**config.mk**
```make
export PLATFORM = sky130hd
export DESIGN_NAME = ppu_tx_top
export DESIGN_NICKNAME = d
export VERILOG_FILES = /design/src/hw/ppu_pkg.sv /design/src/hw/cfg_sync.sv /design/src/hw/videomode_select.sv /design/src/hw/scanline_cfg.sv /design/src/hw/rgb_range_limit.sv /design/src/hw/ppu_tx_top.sv
export SDC_FILE = /design/constraint.sdc
export NUM_CORES = 1
export LEC_CHECK = 0
export BUFFER_PORTS_ARGS = -buffer_cell sky130_fd_sc_hd__buf_2
export CAP_MARGIN = 40
export CORE_MARGIN = 1.5
export CORE_UTILIZATION = 55
export CTS_CLUSTER_SIZE = 14
export DETAILED_ROUTE_END_ITERATION = 7
export PLACE_DENSITY = 0.78
export SLEW_MARGIN = 0
export SYNTH_ARGS = -nofsm -noshare
export SYNTH_HDL_FRONTEND = slang
export SYNTH_SLANG_ARGS = --single-unit
```
**constraint.sdc**
```tcl
create_clock -name VCLK_Tx -period 1.5 [get_ports VCLK_Tx]
set_input_delay 0.3 -clock VCLK_Tx [delete_from_list [all_inputs] [get_ports VCLK_Tx]]
set_output_delay 0.3 -clock VCLK_Tx [all_outputs]
set_load 0.05 [all_outputs]
```
**src/hw/ppu_pkg.sv**
```systemverilog
package ppu_pkg;

  // ========================================
  // Widths and basic types
  // ========================================

  localparam int color_width = 8;  // Bits per colour channel

  typedef struct packed {
    logic [color_width-1:0] r;  // Red sits in the top byte
    logic [color_width-1:0] g;
    logic [color_width-1:0] b;
  } rgb_t;

  typedef logic [4:0] scale_t;     // Scale factor code
  typedef logic [1:0] sl_thick_t;  // Scanline thickness

  // ========================================
  // Video mode encodings
  // ========================================

  typedef enum logic [2:0] {
    RES_480  = 3'd0,  // Also 576 lines at 50 Hz
    RES_720  = 3'd1,
    RES_960  = 3'd2,
    RES_1080 = 3'd3,
    RES_1200 = 3'd4
  } target_res_e;

  localparam int VM_50HZ_BIT = 3;  // Top bit of the mode code

  typedef enum logic [3:0] {
    VM_480P60  = 4'b0_000,  // Reset value
    VM_VGA60   = 4'b0_001,  // 640x480, 60 Hz only
    VM_720P60  = 4'b0_010,
    VM_960P60  = 4'b0_011,
    VM_1080P60 = 4'b0_100,
    VM_1200P60 = 4'b0_101,
    VM_576P50  = 4'b1_000,
    VM_720P50  = 4'b1_010,
    VM_960P50  = 4'b1_011,
    VM_1080P50 = 4'b1_100,
    VM_1200P50 = 4'b1_101
  } videomode_e;

  // ========================================
  // 43-bit configuration word
  // ========================================

  typedef struct packed {
    target_res_e target_res;   // Output resolution
    logic        use_vga_480p; // VGA timing instead of 480p
    logic        force60;
    logic        force50;
    logic        lowlatency;   // Forcing not allowed here
    scale_t      vscale;
    scale_t      hscale;
    logic        link_hv_scale;
    logic        limited_rgb;  // 16..235 output range
    logic [3:0]  sl240_str;    // 240p scanline profile
    logic [4:0]  sl240_hyb;
    logic        sl240_en;
    logic        sl240_id;
    logic        sl240_method;
    logic        sl480_linked; // 480i reuses the 240p profile
    logic [3:0]  sl480_str;    // 480i scanline profile
    logic [4:0]  sl480_hyb;
    logic        sl480_en;
    logic        sl480_id;
  } cfg_word_t;

  // ========================================
  // Thresholds and pipeline constants
  // ========================================

  localparam scale_t SL_THICK_LIM1 = 5'd6;   // Below 3.5x
  localparam scale_t SL_THICK_LIM2 = 5'd14;  // Below 5.5x

  localparam logic [color_width-1:0] LIMIT_COEFF  = 8'd220;  // 235 - 16 + 1
  localparam logic [color_width-1:0] LIMIT_OFFSET = 8'd16;   // Black level

  localparam int OUT_PIPE_STAGES = 3;  // Output pipeline depth
  localparam int SYNC_STAGES     = 2;  // Flops per synchroniser bit

endpackage

```
**src/hw/cfg_sync.sv**
```systemverilog
`timescale 1ns/1ns

module cfg_sync #(
  parameter type payload_t = logic
) (
  input  logic     VCLK_Tx,
  input  logic     nVRST_Tx,
  input  payload_t data_i,  // Asynchronous level
  output payload_t data_o
);

  import ppu_pkg::*;

  payload_t sync_q [SYNC_STAGES];  // Flop chain starting at index 0

  always_ff @(posedge VCLK_Tx or negedge nVRST_Tx) begin
    if (!nVRST_Tx) begin
      for (int i = 0; i < SYNC_STAGES; i++) begin
        sync_q[i] <= '0;
      end
    end else begin
      sync_q[0] <= data_i;  // May go metastable
      for (int i = 1; i < SYNC_STAGES; i++) begin
        sync_q[i] <= sync_q[i-1];
      end
    end
  end

  assign data_o = sync_q[SYNC_STAGES-1];

  // Any new output value is exactly what was sampled SYNC_STAGES edges ago
  a_sync_delay: assert property (
    @(posedge VCLK_Tx) disable iff (!nVRST_Tx)
    !$stable(data_o) |-> (data_o == $past(data_i, SYNC_STAGES))
  );

endmodule

```
**src/hw/videomode_select.sv**
```systemverilog
`timescale 1ns/1ns

module videomode_select (
  input  logic               VCLK_Tx,
  input  logic               nVRST_Tx,
  input  ppu_pkg::cfg_word_t cfg_i,      // Synced configuration
  input  logic               palmode_i,  // Synced PAL flag
  output ppu_pkg::videomode_e videomode_o,
  output ppu_pkg::scale_t    hscale_o,
  output ppu_pkg::scale_t    vscale_o
);

  import ppu_pkg::*;

  logic       use_50hz;
  videomode_e mode_d;

  // ========================================
  // 50/60 Hz decision
  // ========================================

  // Low-latency mode follows the input rate, so forcing is ignored there
  always_comb begin
    if (cfg_i.force60 && !cfg_i.lowlatency) begin
      use_50hz = 1'b0;
    end else if (cfg_i.force50 && !cfg_i.lowlatency) begin
      use_50hz = 1'b1;
    end else begin
      use_50hz = palmode_i;  // Native input rate
    end
  end

  // ========================================
  // Resolution to mode table
  // ========================================

  always_comb begin
    case (cfg_i.target_res)
      RES_720:  mode_d = use_50hz ? VM_720P50  : VM_720P60;
      RES_960:  mode_d = use_50hz ? VM_960P50  : VM_960P60;
      RES_1080: mode_d = use_50hz ? VM_1080P50 : VM_1080P60;
      RES_1200: mode_d = use_50hz ? VM_1200P50 : VM_1200P60;
      default: begin  // RES_480 and unused codes
        if (use_50hz) begin
          mode_d = VM_576P50;  // No VGA variant at 50 Hz
        end else if (cfg_i.use_vga_480p) begin
          mode_d = VM_VGA60;
        end else begin
          mode_d = VM_480P60;
        end
      end
    endcase
  end

  // Output registers
  always_ff @(posedge VCLK_Tx or negedge nVRST_Tx) begin
    if (!nVRST_Tx) begin
      videomode_o <= VM_480P60;
      hscale_o    <= '0;
      vscale_o    <= '0;
    end else begin
      videomode_o <= mode_d;
      vscale_o    <= cfg_i.vscale;
      // H follows V when the scales are linked
      hscale_o    <= cfg_i.link_hv_scale ? cfg_i.vscale : cfg_i.hscale;
    end
  end

  // VGA timing code never carries the 50 Hz flag
  a_vga_60_only: assert property (
    @(posedge VCLK_Tx) disable iff (!nVRST_Tx)
    (videomode_o[VM_50HZ_BIT-1:0] == VM_VGA60[VM_50HZ_BIT-1:0])
      |-> !videomode_o[VM_50HZ_BIT]
  );

endmodule

```
**src/hw/scanline_cfg.sv**
```systemverilog
`timescale 1ns/1ns

module scanline_cfg (
  input  logic               VCLK_Tx,
  input  logic               nVRST_Tx,
  input  ppu_pkg::cfg_word_t cfg_i,       // Synced configuration
  input  logic               n64_480i_i,  // Synced interlace flag
  output ppu_pkg::sl_thick_t sl_thickness_o,
  output logic [7:0]         sl_str_o,
  output logic [4:0]         sl_hyb_str_o,
  output logic               sl_id_o,
  output logic               sl_en_o,
  output logic               sl_method_o
);

  import ppu_pkg::*;

  logic [3:0] str_sel;     // 4-bit strength before expansion
  logic [4:0] hyb_sel;
  logic       id_sel;
  logic       en_sel;
  logic       method_sel;
  sl_thick_t  thick_d;

  // ========================================
  // Profile selection
  // ========================================

  always_comb begin
    if (!n64_480i_i) begin  // 240p input
      str_sel    = cfg_i.sl240_str;
      hyb_sel    = cfg_i.sl240_hyb;
      id_sel     = cfg_i.sl240_id;
      en_sel     = cfg_i.sl240_en;
      method_sel = cfg_i.sl240_method;
    end else begin
      en_sel     = cfg_i.sl480_en;  // Enable is never linked
      method_sel = 1'b0;            // Only one method in 480i
      if (cfg_i.sl480_linked) begin
        str_sel = cfg_i.sl240_str;
        hyb_sel = cfg_i.sl240_hyb;
        id_sel  = cfg_i.sl240_id;
      end else begin
        str_sel = cfg_i.sl480_str;
        hyb_sel = cfg_i.sl480_hyb;
        id_sel  = cfg_i.sl480_id;
      end
    end
  end

  // Thicker lines for larger vertical scale
  always_comb begin
    if (cfg_i.vscale < SL_THICK_LIM1) begin
      thick_d = 2'd0;
    end else if (cfg_i.vscale < SL_THICK_LIM2) begin
      thick_d = 2'd1;
    end else begin
      thick_d = 2'd2;
    end
  end

  // Output registers
  always_ff @(posedge VCLK_Tx or negedge nVRST_Tx) begin
    if (!nVRST_Tx) begin
      sl_thickness_o <= '0;
      sl_str_o       <= '0;
      sl_hyb_str_o   <= '0;
      sl_id_o        <= 1'b0;
      sl_en_o        <= 1'b0;
      sl_method_o    <= 1'b0;
    end else begin
      sl_thickness_o <= thick_d;
      sl_str_o       <= {str_sel, 4'hF};  // ((s+1)*16)-1 equals s*16+15
      sl_hyb_str_o   <= hyb_sel;
      sl_id_o        <= id_sel;
      sl_en_o        <= en_sel;
      sl_method_o    <= method_sel;
    end
  end

endmodule

```
**src/hw/rgb_range_limit.sv**
```systemverilog
`timescale 1ns/1ns

module rgb_range_limit (
  input  logic          VCLK_Tx,
  input  logic          nVRST_Tx,
  input  logic          limited_rgb_i,  // Synced mode bit
  input  logic          hsync_i,
  input  logic          vsync_i,
  input  logic          de_i,
  input  ppu_pkg::rgb_t vdata_i,
  output logic          hsync_o,
  output logic          vsync_o,
  output logic          de_o,
  output ppu_pkg::rgb_t vdata_o
);

  import ppu_pkg::*;

  // Channel 2 is red and channel 0 is blue
  logic [2:0][color_width-1:0] din;
  logic [2:0][color_width-1:0] vout;
  logic [2:0][color_width-1:0] full_q [OUT_PIPE_STAGES-1];  // Full-range delay

  logic [OUT_PIPE_STAGES-1:0] hs_q;
  logic [OUT_PIPE_STAGES-1:0] vs_q;
  logic [OUT_PIPE_STAGES-1:0] de_q;

  assign din = vdata_i;

  // ========================================
  // Sync and full-range delay lines
  // ========================================

  always_ff @(posedge VCLK_Tx or negedge nVRST_Tx) begin
    if (!nVRST_Tx) begin
      hs_q <= '0;
      vs_q <= '0;
      de_q <= '0;
      for (int i = 0; i < OUT_PIPE_STAGES-1; i++) begin
        full_q[i] <= '0;
      end
    end else begin
      hs_q <= {hs_q[OUT_PIPE_STAGES-2:0], hsync_i};
      vs_q <= {vs_q[OUT_PIPE_STAGES-2:0], vsync_i};
      de_q <= {de_q[OUT_PIPE_STAGES-2:0], de_i};
      full_q[0] <= din;
      for (int i = 1; i < OUT_PIPE_STAGES-1; i++) begin
        full_q[i] <= full_q[i-1];
      end
    end
  end

  assign hsync_o = hs_q[OUT_PIPE_STAGES-1];
  assign vsync_o = vs_q[OUT_PIPE_STAGES-1];
  assign de_o    = de_q[OUT_PIPE_STAGES-1];

  // ========================================
  // Per-channel range compression
  // ========================================

  for (genvar c = 0; c < 3; c++) begin : g_chan
    logic [2*color_width-1:0] prod;     // c * 220
    logic [color_width:0]     lim_q;    // Stage 1 product over 128
    logic [color_width-1:0]   lim_rnd;  // Stage 2 rounded product over 256

    assign prod = din[c] * LIMIT_COEFF;

    always_ff @(posedge VCLK_Tx or negedge nVRST_Tx) begin
      if (!nVRST_Tx) begin
        lim_q   <= '0;
        lim_rnd <= '0;
        vout[c] <= '0;
      end else begin
        lim_q   <= prod[2*color_width-1 -: color_width+1];          // Truncate
        lim_rnd <= lim_q[color_width:1] + {{(color_width-1){1'b0}}, lim_q[0]};  // Round half up
        if (limited_rgb_i) begin
          vout[c] <= lim_rnd + LIMIT_OFFSET;  // Lift black to 16
        end else begin
          vout[c] <= full_q[OUT_PIPE_STAGES-2][c];
        end
      end
    end

    // Held limited mode keeps every channel inside 16..235
    a_limited_range: assert property (
      @(posedge VCLK_Tx) disable iff (!nVRST_Tx)
      (limited_rgb_i [*OUT_PIPE_STAGES]) |=>
        ((vout[c] >= LIMIT_OFFSET) && (vout[c] <= LIMIT_OFFSET + LIMIT_COEFF - 1'b1))
    );
  end

  assign vdata_o = vout;

endmodule

```
**src/hw/ppu_tx_top.sv**
```systemverilog
`timescale 1ns/1ns

module ppu_tx_top (
  input  logic                VCLK_Tx,
  input  logic                nVRST_Tx,
  // Asynchronous configuration and video info
  input  ppu_pkg::cfg_word_t  cfg_i,
  input  logic                palmode_i,
  input  logic                n64_480i_i,
  // Scaler output stream
  input  logic                hsync_i,
  input  logic                vsync_i,
  input  logic                de_i,
  input  ppu_pkg::rgb_t       vdata_i,
  // Video towards the transmitter
  output logic                hsync_o,
  output logic                vsync_o,
  output logic                de_o,
  output ppu_pkg::rgb_t       vdata_o,
  // Decoded status
  output ppu_pkg::videomode_e videomode_o,
  output ppu_pkg::scale_t     hscale_o,
  output ppu_pkg::scale_t     vscale_o,
  output ppu_pkg::sl_thick_t  sl_thickness_o,
  output logic [7:0]          sl_str_o,
  output logic [4:0]          sl_hyb_str_o,
  output logic                sl_id_o,
  output logic                sl_en_o,
  output logic                sl_method_o
);

  import ppu_pkg::*;

  cfg_word_t  cfg_synced;
  logic [1:0] vinfo_synced;  // {PAL, 480i}

  // ========================================
  // Resync into VCLK_Tx
  // ========================================

  cfg_sync #(
    .payload_t (cfg_word_t)
  ) u_cfg_sync (
    .VCLK_Tx  (VCLK_Tx),
    .nVRST_Tx (nVRST_Tx),
    .data_i   (cfg_i),
    .data_o   (cfg_synced)
  );

  cfg_sync #(
    .payload_t (logic [1:0])
  ) u_vinfo_sync (
    .VCLK_Tx  (VCLK_Tx),
    .nVRST_Tx (nVRST_Tx),
    .data_i   ({palmode_i, n64_480i_i}),
    .data_o   (vinfo_synced)
  );

  // Status decoders
  videomode_select u_videomode_select (
    .VCLK_Tx     (VCLK_Tx),
    .nVRST_Tx    (nVRST_Tx),
    .cfg_i       (cfg_synced),
    .palmode_i   (vinfo_synced[1]),
    .videomode_o (videomode_o),
    .hscale_o    (hscale_o),
    .vscale_o    (vscale_o)
  );

  scanline_cfg u_scanline_cfg (
    .VCLK_Tx        (VCLK_Tx),
    .nVRST_Tx       (nVRST_Tx),
    .cfg_i          (cfg_synced),
    .n64_480i_i     (vinfo_synced[0]),
    .sl_thickness_o (sl_thickness_o),
    .sl_str_o       (sl_str_o),
    .sl_hyb_str_o   (sl_hyb_str_o),
    .sl_id_o        (sl_id_o),
    .sl_en_o        (sl_en_o),
    .sl_method_o    (sl_method_o)
  );

  // Final output pipeline
  rgb_range_limit u_rgb_range_limit (
    .VCLK_Tx       (VCLK_Tx),
    .nVRST_Tx      (nVRST_Tx),
    .limited_rgb_i (cfg_synced.limited_rgb),
    .hsync_i       (hsync_i),
    .vsync_i       (vsync_i),
    .de_i          (de_i),
    .vdata_i       (vdata_i),
    .hsync_o       (hsync_o),
    .vsync_o       (vsync_o),
    .de_o          (de_o),
    .vdata_o       (vdata_o)
  );

endmodule

```
======== Word-level counts from Yosys, hierarchy flattened ========
Index checks and enable logic that the tools add are counted.
word-level totals
  output and inout bits ................... 59
  bits in writable memories ............... 0
  logic and storage cells ................. 108
  register bits ........................... 254
  bits in read-only memories .............. 0
  memories kept ........................... 0
  bits in latches ......................... 0
cells by class
  $lt $le $gt $ge ......................... 2
  reductions and logical operators ........ 3
  bitwise operators ....................... 0
  shift operators ......................... 0
  muxes and demuxes ....................... 23
  add/subtract/negate cells ............... 6
  multiply operators ...................... 3
  div/mod/pow operators ................... 0
  equality and inequality tests ........... 4
operators with widths
  operator                                                    count
  multiplier 8 x 6 -> 14 bit, second input constant           3
  2-to-1 mux 4 bit                                            7
  adder 8 x 1 -> 8 bit                                        3
  adder 8 x 5 -> 8 bit, second input constant                 3
  2-to-1 mux 8 bit                                            3
  one-hot mux 4 bit (4 select lines)                          1
  2-to-1 mux 5 bit                                            3
  2-to-1 mux 1 bit                                            7
  equality test 3 x 2 -> 1 bit, second input constant         2
  less-than comparator 5 x 3 -> 1 bit, second input constant  1
  less-than comparator 5 x 4 -> 1 bit, second input constant  1
  2-to-1 mux 2 bit                                            2
  equality test 3 x 1 -> 1 bit, second input constant         1
  equality test 3 bit, second input constant                  1
  logical AND 1 bit                                           2
  logical NOT 1 bit                                           1

======== Longest topological paths before layout ========
  word-level depth ........................ 6
  gate-level depth with buffers ........... 13

======== Hierarchy ========
A second synthesis with hierarchy kept.
second synthesis, totals
  cells, all modules ...................... 769
  area, all modules ....................... 10821.6 um2
modules (own cells, without submodules)
  module                    cells an instance  area each (um2)  instances
  rgb_range_limit           564                7124.3           1
  cfg_sync at u_cfg_sync    129                2474.9           1
  scanline_cfg              38                 623.1            1
  videomode_select          32                 484.2            1
  cfg_sync at u_vinfo_sync  6                  115.1            1

======== Least setup slack after synthesis ========
OpenSTA, ideal clock, no wires.
  path kind ............................... in2reg
  start ................................... in vdata_i[12] in the netlist's numbering
  end ..................................... reg u_rgb_range_limit.g_chan[1].lim_q[8]
  cell stages on the path ................. 11
  data required time ...................... 1431 ps
  arrival time ............................ 3271 ps
  path slack .............................. -1840 ps
  cell sequence ........................... fa_1 fa_1 inv_1 fa_1 inv_1 ha_1 or3_1 o221ai_2 o211ai_2 or4_1 nand3_1
between the ends
  longest elaborated chain between the ends .. 1
RTL lines
  item                                      line                   source
  from (decl)                               ppu_tx_top.sv:14       input ppu_pkg::rgb_t vdata_i,
  multiplier 8 x 6 -> 14 bit                rgb_range_limit.sv:66  assign prod = din[c] * LIMIT_COEFF;
  net u_rgb_range_limit.g_chan[1].prod[15]  rgb_range_limit.sv:62  logic [2*color_width-1:0] prod;
  to (signal assigned)                      rgb_range_limit.sv:74  lim_q <= prod[2*color_width-1 -: color_width+1];
  to (decl)                                 rgb_range_limit.sv:63  logic [color_width:0] lim_q;
The timed path passes the listed nets, and every way through them passes these cells.

======== Final worst setup path ========
Same ends and word-level chain as after synthesis.

==> impl_metrics.xml <==
<?xml version="1.0" encoding="UTF-8"?>
<metrics>
  <group name="critical_path">
    <metric name="worst-path-max-fanout" unit="">3</metric>
    <metric name="crit_path_end_kind" unit="">flip-flop</metric>
    <metric name="criticalPathCategory" unit="">in2reg</metric>
    <metric name="arrival" unit="ns">3.37</metric>
    <metric name="cp-startpoint" unit="">vdata_i[12]</metric>
    <metric name="r2r.worst_path.cells" unit="">5</metric>
    <metric name="timing.critical_path.required" unit="ns">1.92</metric>
    <metric name="worstSetupStartpointType" unit="">input pin</metric>
    <metric name="rr_startpoint" unit="">u_rgb_range_limit.g_chan[2].lim_q[0]</metric>
    <metric name="regToRegSetupSlack" unit="ns">0.16</metric>
  </group>
  <group name="drt">
    <metric name="wl" unit="um">21110</metric>
    <metric name="routed_wire_length_per_instance" unit="um">16.29</metric>
    <metric name="detail-route-antenna-nets" unit="">0</metric>
    <metric name="dr.first_iter.drc_count" unit="">239</metric>
    <metric name="vias" unit="">6350</metric>
    <metric name="detailed_router_iteration_count_before_antenna_repair" unit="">4</metric>
    <metric name="drc" unit="">0</metric>
    <metric name="route.detailed.vias_per_inst" unit="">4.900</metric>
  </group>
  <group name="power">
    <metric name="power_density" unit="nW/um^2">1609</metric>
    <metric name="switching_share" unit="">0.3234</metric>
    <metric name="cellInternalPower" unit="mW">15.54</metric>
    <metric name="cellLeakagePower" unit="nW">7.075</metric>
    <metric name="p_sw" unit="mW">7.427</metric>
    <metric name="pwr-share-seq" unit="">0.373</metric>
    <metric name="power.clock.fraction" unit="">0.268</metric>
    <metric name="vdd_drop_max" unit="mV">0.9022</metric>
    <metric name="combinationalPowerShare" unit="">0.358</metric>
  </group>
  <group name="place">
    <metric name="placed_cell_area" unit="um^2">12330</metric>
    <metric name="gp_congestion" unit="">0.7919</metric>
    <metric name="port_buffers" unit="">132</metric>
    <metric name="post-dp-hpwl" unit="um">13240</metric>
    <metric name="place_worst_setup_slack" unit="ns">-1.951</metric>
  </group>
  <group name="cells_and_area">
    <metric name="antenna_cells_inserted" unit="">0</metric>
    <metric name="drive_gt1_frac" unit="">0.3917</metric>
    <metric name="post-route-cell-area" unit="um^2">14270</metric>
    <metric name="area_growth_syn_to_layout" unit="%">37.67</metric>
    <metric name="layout.nets" unit="">1250</metric>
    <metric name="filler_cell_count" unit="">1033</metric>
  </group>
  <group name="synthesis">
    <metric name="asyncSetResetFlopFracSynth" unit="">1.000</metric>
    <metric name="synth-compound-area-share" unit="">0.03513</metric>
    <metric name="synthFlopType" unit="">sky130_fd_sc_hd__dfrtp_1</metric>
    <metric name="synthesis.area_per_instance" unit="um^2">14.44</metric>
    <metric name="synth_warnings" unit="">0</metric>
    <metric name="yosysUniqueCellTypes" unit="">46</metric>
    <metric name="synth-adder-area-share" unit="">0.1919</metric>
    <metric name="synth.largest_area_cell" unit="">sky130_fd_sc_hd__dfrtp_1</metric>
    <metric name="post_synth_and_or_nand_nor_area_fraction" unit="">0.04334</metric>
    <metric name="syn-cell-area" unit="um^2">10360</metric>
    <metric name="synth_mux_area_frac" unit="">0.03754</metric>
    <metric name="synth_cells" unit="">718</metric>
    <metric name="syn_nets" unit="">924</metric>
    <metric name="netlist.area_leader.share" unit="">0.6060</metric>
    <metric name="synth_top_family_by_area" unit="">adder cells</metric>
    <metric name="synth-edff-count" unit="">0</metric>
    <metric name="synthTopCellsByArea" unit="">sky130_fd_sc_hd__dfrtp_1, sky130_fd_sc_hd__ha_1, sky130_fd_sc_hd__fa_1</metric>
    <metric name="part_of_the_yosys_area_used_for_sequential_elements" unit="">0.6060</metric>
    <metric name="number_of_flip_flops_and_latches_in_the_synthesized_netlist" unit="">251</metric>
    <metric name="yosys.area_share.xor_xnor" unit="">0.04225</metric>
  </group>
  <group name="flow_run">
    <metric name="max-cap-violations" unit="">0</metric>
  </group>
  <group name="sta">
    <metric name="fin_worst_hold_slack" unit="ns">0.03843</metric>
    <metric name="post-route-period-util" unit="">1.966</metric>
    <metric name="report.final.setup_viol" unit="">27</metric>
    <metric name="layout_setup_ws" unit="ns">-1.449</metric>
    <metric name="period_needed" unit="ns">2.949</metric>
    <metric name="achievable-frequency" unit="MHz">339.1</metric>
    <metric name="clock_skew" unit="ns">0.01990</metric>
    <metric name="finalHoldViolations" unit="">0</metric>
    <metric name="grt_setup_unrepaired" unit="">true</metric>
    <metric name="drv_slew" unit="">0</metric>
  </group>
  <group name="clock_tree">
    <metric name="clock_tree.htree_level_count" unit="">1</metric>
    <metric name="tritoncts" unit="">done</metric>
    <metric name="number_of_buffers_on_the_longest_clock_path" unit="">3</metric>
    <metric name="cts_root_buffer" unit="">sky130_fd_sc_hd__clkbuf_16</metric>
    <metric name="cts-buffers-inserted" unit="">25</metric>
    <metric name="clkLatencyLatePin" unit="ns">0.51</metric>
    <metric name="clkSlewWorstSetupHoldPaths" unit="ns">0.06</metric>
    <metric name="clock-sinks" unit="">251</metric>
  </group>
  <group name="outcome">
    <metric name="violations" unit="">setup timing</metric>
    <metric name="outcome" unit="">finished with violations</metric>
  </group>
  <group name="die">
    <metric name="coreArea" unit="um^2">18580</metric>
    <metric name="rows" unit="">50</metric>
    <metric name="floorplan.die_area" unit="um^2">19680</metric>
    <metric name="height_of_the_die" unit="um">140.3</metric>
    <metric name="pin_count" unit="">133</metric>
    <metric name="fp.dieW" unit="um">140.3</metric>
    <metric name="floorplan.initialDensity" unit="">0.5578</metric>
  </group>
  <group name="grt">
    <metric name="grt_pass1_vias" unit="">7152</metric>
    <metric name="maximum_number_of_pins_on_one_net_before_global_route_repair" unit="">55</metric>
    <metric name="grt_antenna_before_repair" unit="">0</metric>
    <metric name="global_route_wire_length_before_repair" unit="um">34400</metric>
    <metric name="grt_overflow_total" unit="">0</metric>
    <metric name="grt.total_usage" unit="">0.2224</metric>
  </group>
  <group name="worst_hold_path">
    <metric name="hold_depth" unit="">2</metric>
    <metric name="min-delay-path-class" unit="">in2reg</metric>
    <metric name="worst_hold_startpoint" unit="">vdata_i[5]</metric>
  </group>
</metrics>
## logic make-up (layout without fill, tap and decap cells)
group / after synthesis / in the layout
XOR/XNOR: 50 / 50
flip-flops: 251 / 251
AND/OR/NAND/NOR: 82 / 82
buffers and inverters: 117 / 461
other: 1 / 1
multiplexers: 35 / 35
adder cells (fa/ha/maj): 132 / 132
AO/OA/AOI/OAI: 50 / 50
## placed cells by master, fill, tap and decap left out, types with 5 or more instances in the layout
| cell | count |
|---|---|
| sky130_fd_sc_hd__buf_2 | 117 |
| sky130_fd_sc_hd__buf_12 | 7 |
| sky130_fd_sc_hd__ha_1 | 67 |
| sky130_fd_sc_hd__buf_4 | 105 |
| sky130_fd_sc_hd__clkbuf_8 | 5 |
| sky130_fd_sc_hd__nand4_1 | 8 |
| sky130_fd_sc_hd__nand3_1 | 12 |
| sky130_fd_sc_hd__ha_4 | 19 |
| sky130_fd_sc_hd__fa_1 | 44 |
| sky130_fd_sc_hd__a21oi_1 | 12 |
| sky130_fd_sc_hd__dfrtp_1 | 251 |
| sky130_fd_sc_hd__inv_2 | 15 |
| sky130_fd_sc_hd__dlygate4sd3_1 | 50 |
| sky130_fd_sc_hd__inv_1 | 93 |
| sky130_fd_sc_hd__xnor2_1 | 25 |
| sky130_fd_sc_hd__mux2_2 | 31 |
| sky130_fd_sc_hd__buf_8 | 6 |
| sky130_fd_sc_hd__buf_6 | 18 |
| sky130_fd_sc_hd__and3_1 | 5 |
| sky130_fd_sc_hd__clkinv_2 | 6 |
| sky130_fd_sc_hd__xnor2_2 | 6 |
| sky130_fd_sc_hd__xor2_1 | 19 |
| sky130_fd_sc_hd__clkbuf_16 | 25 |
| sky130_fd_sc_hd__nand2_1 | 8 |
| sky130_fd_sc_hd__nor2_1 | 12 |
## Yosys cell counts (3+ instances only)
library cell and n:
sky130_fd_sc_hd__o21ai_0 5, sky130_fd_sc_hd__mux2i_1 4, sky130_fd_sc_hd__nor3_1 3, sky130_fd_sc_hd__clkbuf_1 4
sky130_fd_sc_hd__nand4_1 8, sky130_fd_sc_hd__dfrtp_1 251, sky130_fd_sc_hd__nor2_1 19, sky130_fd_sc_hd__inv_1 110
sky130_fd_sc_hd__nand2_1 10, sky130_fd_sc_hd__nand3_1 13, sky130_fd_sc_hd__xnor2_1 31, sky130_fd_sc_hd__or3_1 6
sky130_fd_sc_hd__a21oi_1 18, sky130_fd_sc_hd__ha_1 87, sky130_fd_sc_hd__xor2_1 19, sky130_fd_sc_hd__mux2_2 31
sky130_fd_sc_hd__o21a_1 3, sky130_fd_sc_hd__and4b_1 3, sky130_fd_sc_hd__and4_1 3, sky130_fd_sc_hd__a21o_1 4
sky130_fd_sc_hd__fa_1 45, sky130_fd_sc_hd__nand2b_1 4, sky130_fd_sc_hd__buf_4 3, sky130_fd_sc_hd__and3_1 5
sky130_fd_sc_hd__nor2b_1 3
## flip-flops by register name (all words and copies together), names as in the netlist, 3 cells and up
signal / count
u_cfg_sync.data_o: 43
u_cfg_sync.sync_q: 43
u_rgb_range_limit.de_q: 3
u_rgb_range_limit.full_q: 48
u_rgb_range_limit.g_chan.lim_q: 27
u_rgb_range_limit.g_chan.lim_rnd: 24
u_rgb_range_limit.hs_q: 3
u_rgb_range_limit.vdata_o: 24
u_rgb_range_limit.vs_q: 3
u_scanline_cfg.sl_hyb_str_o: 5
u_scanline_cfg.sl_str_o: 5
u_videomode_select.hscale_o: 5
u_videomode_select.videomode_o: 4
u_videomode_select.vscale_o: 5
## per-layer routing
layer	share of wire	vias to the layer above	wire, um	GRT usage
li1	-	2981	-	-
met1	0.39	3181	8181	0.2594
met2	0.55	148	11570	0.4221
met3	0.040	40	838	0.03624
met4	0.024	0	516	0.06205
met5	0	-	0	0
## power by group through the flow
stage | combinational [mW] | sequential (mW) | clock (mW)
finish | 8.23 | 8.58 | 6.17
floorplan | 3.55 | 9.54 | 0
global route | 8.96 | 8.69 | 6.59
detailed placement | 6.90 | 8.67 | 0
global placement | 6.70 | 8.62 | 0
CTS | 7.59 | 8.57 | 6.25
## repair_timing
| item | CTS | global route |
|---|---|---|
| endpoints found under the hold margin | 91 | 1 |
| resized for setup | 75 | 37 |
| hold buffers | 49 | 1 |
| setup buffers | 12 | 4 |
| endpoints found under the setup margin | 27 | 30 |
| pin swaps | 47 | 33 |
## worst max-delay path, cell delays in order
cell and delay [ns]:
sky130_fd_sc_hd__buf_8 0.10, sky130_fd_sc_hd__fa_1 0.48, sky130_fd_sc_hd__fa_1 0.50, sky130_fd_sc_hd__inv_2 0.04, sky130_fd_sc_hd__fa_1 0.54, sky130_fd_sc_hd__inv_2 0.05
sky130_fd_sc_hd__ha_4 0.16, sky130_fd_sc_hd__or3_4 0.34, sky130_fd_sc_hd__o221ai_4 0.22, sky130_fd_sc_hd__o211ai_2 0.13, sky130_fd_sc_hd__or4_4 0.43, sky130_fd_sc_hd__nand3_2 0.08
## final cells by class
type                       count  area (um^2)  area share
multi-input combinational    350         4118      0.2886
clock inverter                11        115.1    0.008067
sequential                   251         6281      0.4402
inverter                     110        424.2     0.02972
tap                          234        292.8     0.02052
clock buffer                  34        709.4     0.04972
timing repair buffer         306         2330      0.1633
## worst paths after layout
kind,endpoint
setup / recovery,u_rgb_range_limit.g_chan[1].lim_q[8]
hold / removal,u_rgb_range_limit.full_q[29]
setup reg to reg,u_rgb_range_limit.g_chan[2].lim_rnd[6]
hold reg to reg,u_cfg_sync.data_o[8]
max in group asynchronous,u_cfg_sync.data_o[24]
min in group asynchronous,u_scanline_cfg.sl_hyb_str_o[0]
## stage by stage
step	power (mW)	TNS, ns	utilization	std cells
6_report	22.97	-29.70	0.7680	1296
5_1_grt	24.23	-31.09	0.7680	1296
4_1_cts	22.41	-28.47	0.7571	1293
3_5_place_dp	15.57	-45.24	0.6634	1191
3_3_place_gp	15.32	-44.17	0.6634	1191
2_1_floorplan	13.09	-36.98	-	718
Note: power is estimated with default switching activity, not from simulation.
